--- src/rtl/ptw_pkg.sv ---
`default_nettype none

package ptw_pkg;

  // sv39 virtual address layout
  localparam int vaddr_width_c       = 39;
  localparam int page_idx_width_c    = 9;
  localparam int page_table_depth_c  = 3;
  localparam int page_offset_width_c = 12;

  // one page-table entry is a double word
  localparam int pte_width_c = 64;

  // level counter runs 2 down to 0
  localparam int level_width_c = 2;

  // privilege modes as seen by the walker
  localparam int priv_width_c = 2;
  localparam logic [priv_width_c-1:0] priv_u_c = 2'd0;
  localparam logic [priv_width_c-1:0] priv_s_c = 2'd1;

  // bit positions inside the 3-bit miss kind {instr, load, store}
  localparam int kind_instr_c = 2;
  localparam int kind_load_c  = 1;
  localparam int kind_store_c = 0;

  // memory keeps raw words, walker and checker look at fields
  typedef union packed {
    logic [pte_width_c-1:0] raw;
    struct packed {
      logic [9:0]  reserved;
      logic [43:0] ppn;
      logic [1:0]  rsw;
      logic        d;
      logic        a;
      logic        g;
      logic        u;
      logic        x;
      logic        w;
      logic        r;
      logic        v;
    } f;
  } sv39_pte_u;

endpackage

`default_nettype wire

--- src/rtl/ptw_pte_check.sv ---
`timescale 1ns/100ps
`default_nettype none

module ptw_pte_check (
  input  ptw_pkg::sv39_pte_u                pte_i,
  input  logic [ptw_pkg::level_width_c-1:0] level_i,
  // {instr, load, store}, one hot during a walk
  input  logic [2:0]                        kind_i,
  input  logic [ptw_pkg::priv_width_c-1:0]  priv_mode_i,
  input  logic                              sum_i,
  input  logic                              mxr_i,
  output logic                              pte_leaf_o,
  output logic                              instr_fault_o,
  output logic                              load_fault_o,
  output logic                              store_fault_o
);
  import ptw_pkg::*;

  logic [page_table_depth_c-2:0] misaligned_field;
  logic                          is_instr;
  logic                          is_load;
  logic                          is_store;
  logic                          leaf;
  logic                          invalid;
  logic                          leaf_missing;
  logic                          misaligned;
  logic                          priv_fault;
  logic                          ad_fault;
  logic                          common_fault;
  logic                          no_x;
  logic                          no_r;
  logic                          no_w;

  assign is_instr = kind_i[kind_instr_c];
  assign is_load  = kind_i[kind_load_c];
  assign is_store = kind_i[kind_store_c];

  assign leaf = pte_i.f.r | pte_i.f.w | pte_i.f.x;

  // reserved encodings: not valid, or writable but not readable
  assign invalid = ~pte_i.f.v | (pte_i.f.w & ~pte_i.f.r);

  // pointer at the last level
  assign leaf_missing = (level_i == '0) & ~leaf;

  // a superpage must have zero ppn fields below its level
  for (genvar i = 0; i < page_table_depth_c - 1; i++) begin : g_misalign
    assign misaligned_field[i] = (level_i > i) &
                                 (|pte_i.f.ppn[i*page_idx_width_c +: page_idx_width_c]);
  end
  assign misaligned = leaf & (|misaligned_field);

  // S mode may touch U pages only for data and only with SUM
  assign priv_fault = leaf &
    ((pte_i.f.u & (priv_mode_i == priv_s_c) & (is_instr | ~sum_i)) |
     (~pte_i.f.u & (priv_mode_i == priv_u_c)));

  // A and D are not updated in hardware, a missing bit faults
  assign ad_fault = leaf & (~pte_i.f.a | (is_store & ~pte_i.f.d));

  assign common_fault = invalid | leaf_missing | misaligned | priv_fault | ad_fault;

  assign no_x = leaf & ~pte_i.f.x;
  // MXR makes execute-only pages readable
  assign no_r = leaf & ~(pte_i.f.r | (pte_i.f.x & mxr_i));
  assign no_w = leaf & ~pte_i.f.w;

  assign pte_leaf_o    = leaf;
  assign instr_fault_o = is_instr & (common_fault | no_x);
  assign load_fault_o  = is_load & (common_fault | no_r);
  assign store_fault_o = is_store & (common_fault | no_w);

endmodule

`default_nettype wire

--- config.mk ---
export PLATFORM = sky130hd
export DESIGN_NAME = ptw_pte_check
export DESIGN_NICKNAME = d
export VERILOG_FILES = /design/src/rtl/ptw_pkg.sv /design/src/rtl/ptw_pte_check.sv
export SDC_FILE = /design/constraint.sdc
export NUM_CORES = 1
export LEC_CHECK = 0
export ABC_AREA = 1
export BUFFER_PORTS_ARGS = -buffer_cell sky130_fd_sc_hd__clkbuf_2
export CORE_UTILIZATION = 20
export DETAILED_ROUTE_END_ITERATION = 10
export PLACE_DENSITY = 0.85
export REMOVE_ABC_BUFFERS = 1
export SLEW_MARGIN = 5
export SYNTH_ARGS = -nofsm -noshare
export SYNTH_HDL_FRONTEND = slang
export SYNTH_SLANG_ARGS = --single-unit
--- constraint.sdc ---
create_clock -name vclk -period 0.8
set_input_delay 0.08 -clock vclk [all_inputs]
set_output_delay 0.08 -clock vclk [all_outputs]
set_load 0.02 [all_outputs]
==> results.cfg <==
[worst_hold_path]
holdPathEnd = store_fault_o
min_path_cells = 4
min_from = kind_i[0]
holdCritPathClass = primary input to primary output

[final_layout]
final_cells = 115
diodes = 0
nClkBuffers = 0
drive_gt1_frac = 0.554
area_delta_synth_final_pct = 120
design.seq.count = 0
seq_area_sq_um = 0
multi_input_area_sq_um = 224
nets = 176
n_fill_cell = 124
fin_util = 0.496

[yosys]
netlist_area_sq_um = 260
synth.distinct_cells = 16
yosysSeqAreaShare = 0
postSynthCellCount = 59
yosys_warnings = 0
syn_avg_cell_area_sq_um = 4.41

[route]
dr.pass1.iters = 4
ant_nets = 0
first_iter_violations = 1
wirelength_microns = 776
drc_errors = 0
routedWlPerCell_microns = 6.75
num_vias = 470
viasPerCell = 4.09

[grt]
grt_pass1_wl_microns = 1330
track_usage = 0.118
antenna_found_initial = 0
grt_overflow = 0
grt_pass1_vias = 403
grt_start_max_net_pins = 5

[worst_setup_path]
critPathMaxStageDelay_ns = 0.14
cp.arrival_ns = 0.95
cp_common_cell = nand2_1
crit_path_end_kind = primary output
crit_path_cell_trace = buf_6 -> nor2_4 -> nand2_2 -> nor2_2 -> nand2_1 -> nand2_1 -> nand3_2 -> nand2_2 -> nand3_1 -> nand2_1 -> inv_1 -> clkbuf_2
cp-start-kind = primary input
cp.required_ns = 0.72
path_max_fanout = 3
critPathKind = primary input to primary output
cp_slowest_cell = clkbuf_2

[status]
violations = negative setup slack
status = complete, but fails checks

[power]
power.leakage_uw = 0.000363
power_density_nw_per_um2 = 422
ir_drop_uv = 153

[die]
die_y_microns = 38.1
die_w_microns = 38.1
fp.coreArea_sq_um = 1160
start_util = 0.225
rows = 12
ios = 77
die_area_sq_um = 1450

[flow_run]
drv_cap = 0

[placement]
portBuffers = 38
placed_cells = 114
dp.final_hpwl_microns = 704
gp_congestion = 0.714
place_worst_setup_slack_ns = -0.237

[timing]
max_slew_margin = 0.873
drv_slew = 0
period_share = 1.29
tightest_slew_ns = 0.189
tns_ns = -0.754
hold_viol = 0
hold-worst-slack_ns = 0.452
setup_viol = 4
grt_setup_unrepaired = true
timing.final.ws_setup_ns = -0.231
fmax_mhz = 970
min_period_ns = 1.03
[worst max-delay path by stage]
stage,endpoint,slack [ns],cells past startpoint,from
final,instr_fault_o,-0.23,12,pte_i[17]
after global routing,load_fault_o,-0.38,12,pte_i[17]
after floorplan,instr_fault_o,-0.01,6,pte_i[2]
after CTS,store_fault_o,-0.24,12,pte_i[17]
after global placement,load_fault_o,-0.22,12,pte_i[17]
after detailed placement,store_fault_o,-0.24,12,pte_i[17]
[where the power goes]
part           internal [uW]  switching (uW)  total (uW)
combinational            134             107         242
sequential                 0               0           0
clock                      0               0           0
[stage by stage]
stage                     total power, uW  instance area (sq um)
final                                 242                    573
after global routing                  274                    573
after CTS                             217                    519
after detailed placement              203                    490
after global placement                197                    490
after floorplan                      87.1                    260
[area by class of cell]
| cell class | count | area share |
|---|---|---|
| tap | 14 | 0.0306 |
| multi-input combinational | 41 | 0.391 |
| timing repair buffer | 42 | 0.461 |
| inverter | 18 | 0.118 |
[cells in the final DEF, fill, tap and decap left out, types with 3 or more instances in the layout]
cell	instances
clkbuf_2	31
inv_1	14
nand2_1	11
nor2_1	7
nand2_2	4
buf_6	4
buf_4	4
inv_2	3
nand3_1	3
nor2_2	3
[worst max-delay path, delay by kind of cell]
kind | cells | cell delay (ns)
and+or+nand+nor | 9 | 0.61
buffers and inverters | 3 | 0.27
[cell usage after synthesis]
cell | n | share of area
clkinv_1 | 1 | 0.014
o21ai_0 | 2 | 0.038
a31oi_1 | 1 | 0.024
a21oi_1 | 1 | 0.019
nand2_2 | 2 | 0.048
nand3_1 | 4 | 0.077
o21ai_1 | 2 | 0.038
and2_0 | 2 | 0.048
nand2_1 | 13 | 0.19
inv_1 | 15 | 0.22
nand3_2 | 1 | 0.038
inv_2 | 2 | 0.029
nor2_2 | 2 | 0.048
or2_1 | 1 | 0.024
nor3_1 | 1 | 0.019
nor2_1 | 9 | 0.13
[metal layers]
metal / share of wire / track usage / vias to the layer above
met5: 0 / 0 / -
met2: 0.52 / 0.250 / 22
li1: - / - / 256
met4: 0 / 0 / 0
met3: 0.080 / 0 / 0
met1: 0.40 / 0.135 / 192
[timing repair]
action                                  in CTS  in global routing
hold buffers                                 0                  0
setup buffers                                0                  1
pin swaps                                    1                  2
endpoints found under the setup margin       4                  4
gates resized for setup                      5                 17
[cells by family after synthesis]
| family | count (synthesis) | share of synthesized area |
|---|---|---|
| AO/OA/AOI/OAI | 6 | 0.120 |
| AND/OR/NAND/NOR | 35 | 0.620 |
| buffers and inverters | 18 | 0.260 |
(Power assumes the default switching activity.)
