<file path="src/rtl/ptw_pkg.sv">
`default_nettype none

package ptw_pkg;

  // sv39 virtual address layout
  localparam int vaddr_width_c       = 39;
  localparam int page_idx_width_c    = 9;
  localparam int page_table_depth_c  = 3;
  localparam int page_offset_width_c = 12;

  // one page-table entry is a double word
  localparam int pte_width_c = 64;

  // level counter runs 2 down to 0
  localparam int level_width_c = 2;

  // privilege modes as seen by the walker
  localparam int priv_width_c = 2;
  localparam logic [priv_width_c-1:0] priv_u_c = 2'd0;
  localparam logic [priv_width_c-1:0] priv_s_c = 2'd1;

  // bit positions inside the 3-bit miss kind {instr, load, store}
  localparam int kind_instr_c = 2;
  localparam int kind_load_c  = 1;
  localparam int kind_store_c = 0;

  // memory keeps raw words, walker and checker look at fields
  typedef union packed {
    logic [pte_width_c-1:0] raw;
    struct packed {
      logic [9:0]  reserved;
      logic [43:0] ppn;
      logic [1:0]  rsw;
      logic        d;
      logic        a;
      logic        g;
      logic        u;
      logic        x;
      logic        w;
      logic        r;
      logic        v;
    } f;
  } sv39_pte_u;

endpackage

`default_nettype wire

</file>
<file path="src/rtl/ptw_walker.sv">
`timescale 1ns/100ps
`default_nettype none

module ptw_walker #(
  parameter int ptag_width_p     = 20,
  parameter int mem_addr_width_p = 10
) (
  input  logic                                  clk_i,
  input  logic                                  reset_i,
  // miss request, held by the requester until the fill
  input  logic                                  miss_instr_i,
  input  logic                                  miss_load_i,
  input  logic                                  miss_store_i,
  input  logic [ptw_pkg::vaddr_width_c-1:0]     miss_vaddr_i,
  input  logic [ptw_pkg::priv_width_c-1:0]      priv_mode_i,
  input  logic                                  mstatus_sum_i,
  input  logic                                  mstatus_mxr_i,
  input  logic [ptag_width_p-1:0]               base_ppn_i,
  output logic                                  busy_o,
  // page-table memory
  output logic                                  mem_v_o,
  output logic [mem_addr_width_p-1:0]           mem_addr_o,
  input  logic                                  mem_ready_i,
  input  logic                                  mem_hit_i,
  input  ptw_pkg::sv39_pte_u                    mem_data_i,
  // entry checker
  output ptw_pkg::sv39_pte_u                    pte_o,
  output logic [ptw_pkg::level_width_c-1:0]     level_o,
  output logic [2:0]                            kind_o,
  output logic [ptw_pkg::priv_width_c-1:0]      priv_mode_o,
  output logic                                  sum_o,
  output logic                                  mxr_o,
  input  logic                                  pte_leaf_i,
  input  logic                                  instr_fault_i,
  input  logic                                  load_fault_i,
  input  logic                                  store_fault_i,
  // fill packet
  output logic                                  fill_v_o,
  output logic                                  fill_itlb_o,
  output logic                                  fill_dtlb_o,
  output logic                                  instr_fault_o,
  output logic                                  load_fault_o,
  output logic                                  store_fault_o,
  output logic [ptw_pkg::vaddr_width_c-1:0]     fill_vaddr_o,
  output logic [ptag_width_p-1:0]               fill_ptag_o,
  output logic                                  fill_gigapage_o,
  output logic [7:0]                            fill_flags_o
);
  import ptw_pkg::*;

  localparam int vpn_width_lp     = page_idx_width_c * page_table_depth_c;
  localparam int low_ppn_width_lp = page_idx_width_c * (page_table_depth_c - 1);
  localparam int tbl_bits_lp      = mem_addr_width_p - page_idx_width_c;
  localparam logic [level_width_c-1:0] top_level_lp = level_width_c'(page_table_depth_c - 1);

  localparam logic [2:0] st_idle_lp  = 3'd0;
  localparam logic [2:0] st_send_lp  = 3'd1;
  localparam logic [2:0] st_recv_lp  = 3'd2;
  localparam logic [2:0] st_check_lp = 3'd3;
  localparam logic [2:0] st_write_lp = 3'd4;

  logic [2:0]                   state_r;
  logic [2:0]                   state_n;
  logic                         is_idle;
  logic                         is_send;
  logic                         is_recv;
  logic                         is_check;
  logic                         is_write;
  logic                         any_miss;
  logic                         capture;
  logic                         req_pend_r;
  logic                         descend;
  logic                         page_fault;
  logic [2:0]                   kind_r;
  logic [vaddr_width_c-1:0]     vaddr_r;
  logic [priv_width_c-1:0]      priv_r;
  logic                         sum_r;
  logic                         mxr_r;
  logic [level_width_c-1:0]     level_r;
  logic [ptag_width_p-1:0]      ppn_r;
  sv39_pte_u                    pte_r;
  logic [vpn_width_lp-1:0]      vpn;
  logic [page_idx_width_c-1:0]  vpn_field;
  logic [ptag_width_p-1:0]      wb_ptag;

  assign is_idle  = (state_r == st_idle_lp);
  assign is_send  = (state_r == st_send_lp);
  assign is_recv  = (state_r == st_recv_lp);
  assign is_check = (state_r == st_check_lp);
  assign is_write = (state_r == st_write_lp);

  assign any_miss = miss_instr_i | miss_load_i | miss_store_i;
  // request is registered in the miss cycle, the walk leaves idle the cycle after
  assign capture  = is_idle & ~req_pend_r & any_miss;

  assign page_fault = instr_fault_i | load_fault_i | store_fault_i;
  assign descend    = is_check & ~pte_leaf_i & ~page_fault;

  always_comb begin
    case (state_r)
      st_idle_lp:  state_n = req_pend_r ? st_send_lp : st_idle_lp;
      st_send_lp:  state_n = (mem_v_o & mem_ready_i) ? st_recv_lp : st_send_lp;
      // no hit means the same load goes out again
      st_recv_lp:  state_n = mem_hit_i ? st_check_lp : st_send_lp;
      st_check_lp: state_n = (pte_leaf_i | page_fault) ? st_write_lp : st_send_lp;
      default:     state_n = st_idle_lp;
    endcase
  end

  always_ff @(posedge clk_i) begin
    if (reset_i) begin
      state_r    <= st_idle_lp;
      req_pend_r <= 1'b0;
      kind_r     <= '0;
      level_r    <= top_level_lp;
    end else begin
      state_r    <= state_n;
      req_pend_r <= capture;
      if (capture) begin
        kind_r  <= {miss_instr_i, miss_load_i, miss_store_i};
        level_r <= top_level_lp;
      end else if (descend) begin
        level_r <= level_r - 1'b1;
      end
    end
  end

  always_ff @(posedge clk_i) begin
    if (capture) begin
      vaddr_r <= miss_vaddr_i;
      priv_r  <= priv_mode_i;
      sum_r   <= mstatus_sum_i;
      mxr_r   <= mstatus_mxr_i;
      ppn_r   <= base_ppn_i;
    end else if (is_check) begin
      // next table on a pointer, leaf ppn otherwise
      ppn_r <= pte_r.f.ppn[ptag_width_p-1:0];
    end
    if (is_recv & mem_hit_i) begin
      pte_r <= mem_data_i;
    end
  end

  assign vpn       = vaddr_r[vaddr_width_c-1:page_offset_width_c];
  assign vpn_field = vpn[level_r*page_idx_width_c +: page_idx_width_c];

  assign mem_v_o    = is_send;
  assign mem_addr_o = {ppn_r[tbl_bits_lp-1:0], vpn_field};

  // superpages take the low ppn fields from the vpn
  for (genvar i = 0; i < page_table_depth_c - 1; i++) begin : g_ptag
    assign wb_ptag[i*page_idx_width_c +: page_idx_width_c] =
      (level_r > i) ? vpn[i*page_idx_width_c +: page_idx_width_c]
                    : ppn_r[i*page_idx_width_c +: page_idx_width_c];
  end
  assign wb_ptag[ptag_width_p-1:low_ppn_width_lp] = ppn_r[ptag_width_p-1:low_ppn_width_lp];

  assign pte_o       = pte_r;
  assign level_o     = level_r;
  assign kind_o      = kind_r;
  assign priv_mode_o = priv_r;
  assign sum_o       = sum_r;
  assign mxr_o       = mxr_r;

  assign busy_o = ~is_idle;

  assign fill_v_o        = is_write;
  assign fill_itlb_o     = is_write & kind_r[kind_instr_c] & ~page_fault;
  assign fill_dtlb_o     = is_write & ~kind_r[kind_instr_c] & ~page_fault;
  assign instr_fault_o   = is_write & instr_fault_i;
  assign load_fault_o    = is_write & load_fault_i;
  assign store_fault_o   = is_write & store_fault_i;
  assign fill_vaddr_o    = vaddr_r;
  assign fill_ptag_o     = wb_ptag;
  assign fill_gigapage_o = is_write & (level_r == top_level_lp);
  assign fill_flags_o    = {pte_r.f.d, pte_r.f.a, pte_r.f.g, pte_r.f.u,
                            pte_r.f.x, pte_r.f.w, pte_r.f.r, pte_r.f.v};

endmodule

`default_nettype wire

</file>
<file path="config.mk">
export PLATFORM = sky130hd
export DESIGN_NAME = ptw_walker
export DESIGN_NICKNAME = d
export VERILOG_FILES = /design/src/rtl/ptw_pkg.sv /design/src/rtl/ptw_walker.sv
export SDC_FILE = /design/constraint.sdc
export NUM_CORES = 1
export LEC_CHECK = 0
export BUFFER_PORTS_ARGS = -buffer_cell sky130_fd_sc_hd__clkbuf_2
export CAP_MARGIN = 5
export CORE_MARGIN = 2
export CORE_UTILIZATION = 30
export DETAILED_ROUTE_END_ITERATION = 8
export SYNTH_ARGS = -nofsm -noshare
export SYNTH_HDL_FRONTEND = slang
export SYNTH_SLANG_ARGS = --single-unit
export TNS_END_PERCENT = 10
</file>
<file path="constraint.sdc">
create_clock -name clk_i -period 8.2 [get_ports clk_i]
set_input_delay 1.64 -clock clk_i [delete_from_list [all_inputs] [get_ports clk_i]]
set_output_delay 1.64 -clock clk_i [all_outputs]
set_load 0.02 [all_outputs]
</file>
==> out/metrics.csv <==
stage;metric;value;unit
status;status;complete, no violations;
sta;Hold Vio Cnt, Final;0;
clock_tree;Post-CTS Hold Buffers;0;
global_route;vias in the first global route;3683;
yosys;flop and latch count out of synthesis;136;
yosys;part of the Yosys area used for sequential elements;78.0;%
drt;Initial DRC Count;116;
sta;Setup Viol. Count Final;0;
global_route;initial antenna violation count;0;
yosys;post-synthesis async set-or-reset flop share;0;%
floorplanning;die area;18100;um^2
floorplanning;row count;47;
finish;Reg area;3990;um^2
yosys;mux share of post-synthesis cell area;11.7;%
yosys;Synth warnings;0;
sta;RSZ-0062 raised after global routing;no;
sta;max frequency;232;MHz
min_path;Min-Delay Path Class;reg2reg;
sta;Final TNS setup;0;ns
critical_path;Worst R2R End;ppn_r[4];
drt;final WL;14.4;mm
drt;routed vias/inst;4.31;
power;Peak VDD IR;0.139;mV
floorplanning;starting density of the core;30.7;%
yosys;synthesized instance count;266;
sta;Max Slew Vio Count;0;
critical_path;Register-to-Register Path Depth;4;
yosys;post-synthesis average cell area;19.2;um^2
min_path;hold path endpoint;kind_o[0];
global_route;pin count of the biggest net entering global routing;69;
floorplanning;# IOs;297;
sta;Slew Limit Headroom;25.9;%
clock_tree;Worst-Skew Late Latency;0.41;ns
critical_path;crit path DAT;2.66;ns
global_route;total grt overflow;0;
yosys;Synth Area in Adders;0.733;%
sta;clk_skew;0.00903;ns
flow_run;max-cap viol count;0;
critical_path;worst flop-to-flop path startpoint;state_r[2];
placement;Placer Congestion;0.794;
clock_tree;Clock Tree Root;clkbuf_16;
finish;most frequent cells in the layout;296 x clkbuf_2, 127 x edfxtp_1, 24 x mux2_2;
power;Power Total;0.00200;W
floorplanning;die span in y;135;um
min_path;Worst Min Path Start;kind_o[0];
finish;layout cells sized above 1;64.5;%
placement;DPL Wire Length;10.8;mm
power;Lkg Pwr;3.19;nW
sta;final worst path period need;4.30;ns
yosys;library cells used by synthesis;31;
clock_tree;CTS Sinks;136;
finish;nets@finish;706;
power;Pwr Density;272;nW/um^2
placement;I/O Buffers;296;
critical_path;reg2reg setup slack;5.81;ns
sta;fin crit share;52.5;%
yosys;largest family of logic cells by synthesized area;multiplexers;
yosys;Compound-Gate Fraction of Synth Area;1.83;%
yosys;Simple-Gate Fraction of Synth Area;4.57;%
min_path;Worst Hold Path Cells;2;
finish;Fillers;1533;
critical_path;WS Path Type;reg2out;
yosys;Top FF cell, synth;edfxtp_1;
clock_tree;Resized Gates After CTS;0;
sta;Worst-Margin Slew;1.11;ns
yosys;xor/xnor share of the synthesized area;0;%
drt;DR pass1 iterations;6;
critical_path;Critical Path RT;6.56;ns
finish;area occupied by multi-input gates;983;um^2
clock_tree;post-CTS setup buffers;0;
clock_tree;CTS tree;built;
drt;Wirelength per Cell;18.1;um
critical_path;Worst setup EP type;primary output;
floorplanning;die boundary width;135;um
drt;number of nets still failing antenna checks after routing;0;
yosys;Post-Syn Nets;407;
clock_tree;H-tree levels;4;
critical_path;Max Fanout on Critical Path;14;
clock_tree;clock buffer depth;2;
critical_path;Worst setup SP type;flop;
clock_tree;clk slew on worst S/H paths;0.06;ns
floorplanning;CORE AREA;16600;um^2
finish;synth-to-layout area growth;43.8;%
drt;Post-route DRC;0;
finish;most common cell after layout, fill and taps aside;clkbuf_2;
yosys;number of synthesized flops with an enable pin;127;
finish;Ant. Diodes;0;
yosys;Synth Cell Area;5120;um^2
global_route;global-route wire length before repair;20.7;mm
global_route;All-Layer GR Usage;15.7;%
drt;Via Count;3441;
clock_tree;Num CTS Buffers;17;
critical path, stage by stage, from the launching register on:
cell and delay [ns]:
dfxtp_1 0.63, inv_1 0.17, ha_1 0.23, nor2_2 0.64
mux2_2 0.42, clkbuf_2 0.16
worst max-delay path by stage:
stage / start / to / slack, ns / cells after the start
final: level_o[1] / fill_ptag_o[11] / 3.90 / 5
after CTS: level_o[1] / fill_ptag_o[11] / 3.77 / 5
after detailed placement: load_fault_i / fill_dtlb_o / 4.20 / 5
after global routing: level_o[1] / fill_ptag_o[11] / 3.70 / 5
after global placement: load_fault_i / fill_dtlb_o / 4.24 / 5
after floorplan: mem_hit_i / pte_o[0] / 2.31 / 1
per-stage QoR:
step           setup slack [ns]  cell area, um^2  hold slack (ns)  instances  util, %
2_1_floorplan              2.31             5120            0.508        266        -
3_3_place_gp               4.24             6770            0.465        766     40.7
3_5_place_dp               4.20             6770            0.487        766     40.7
4_1_cts                    3.77             7360            0.497        798     44.2
5_1_grt                    3.70             7360            0.512        798     44.2
6_report                   3.90             7360            0.491        798     44.2
per-layer routing:
layer / track usage [%] / wire (um)
met5: 0 / 0
met4: 6.55 / 377
met3: 7.13 / 1450
met2: 26.6 / 7190
met1: 17.1 / 5410
final cells by class:
cell class	instances	area share (%)
multi-input combinational	109	13.4
tap	220	3.74
timing repair buffer	298	20.3
inverter	3	0.221
clock buffer	18	5.83
clock inverter	14	2.21
sequential	136	54.3
sequential cells by signal, indices dropped and copies added (netlist names):
signal	cells
state_r	3
req_pend_r	1
mxr_o	1
level_o	2
priv_mode_o	2
pte_o	64
sum_o	1
kind_o	3
ppn_r	20
fill_vaddr_o	39
report_power, final:
| group | total (W) | internal [W] | leakage [nW] | switching, W |
|---|---|---|---|---|
| combinational | 0.000336 | 0.000125 | 1.65 | 0.000211 |
| clock | 0.000764 | 0.000456 | 0.276 | 0.000309 |
| sequential | 0.000899 | 0.000861 | 1.27 | 0.0000381 |
| total | 0.00200 | 0.00144 | 3.19 | 0.000558 |
synthesized netlist by cell type (2+ instances only):
library cell / instances / area, um^2
o21ai_0: 11 / 55.1
nand2_1: 11 / 41.3
dfxtp_1: 9 / 180
mux2_2: 24 / 270
nand2b_1: 6 / 37.5
buf_4: 11 / 82.6
edfxtp_1: 127 / 3810
ha_1: 3 / 37.5
clkbuf_1: 4 / 15.0
mux2i_1: 12 / 120
buf_12: 2 / 40.0
inv_1: 2 / 7.51
mux2_4: 14 / 210
or3_4: 2 / 22.5
a211oi_1: 2 / 15.0
nor2_1: 3 / 11.3
nor3b_1: 3 / 22.5
nor3_1: 4 / 20.0
and2_1: 4 / 25.0
cells by family after synthesis:
| group | Yosys count |
|---|---|
| mux | 50 |
| simple gates | 40 |
| flops | 136 |
| compound gates | 16 |
| fa+ha+maj | 3 |
| buf+inv | 21 |
(Power assumes the default switching activity.)
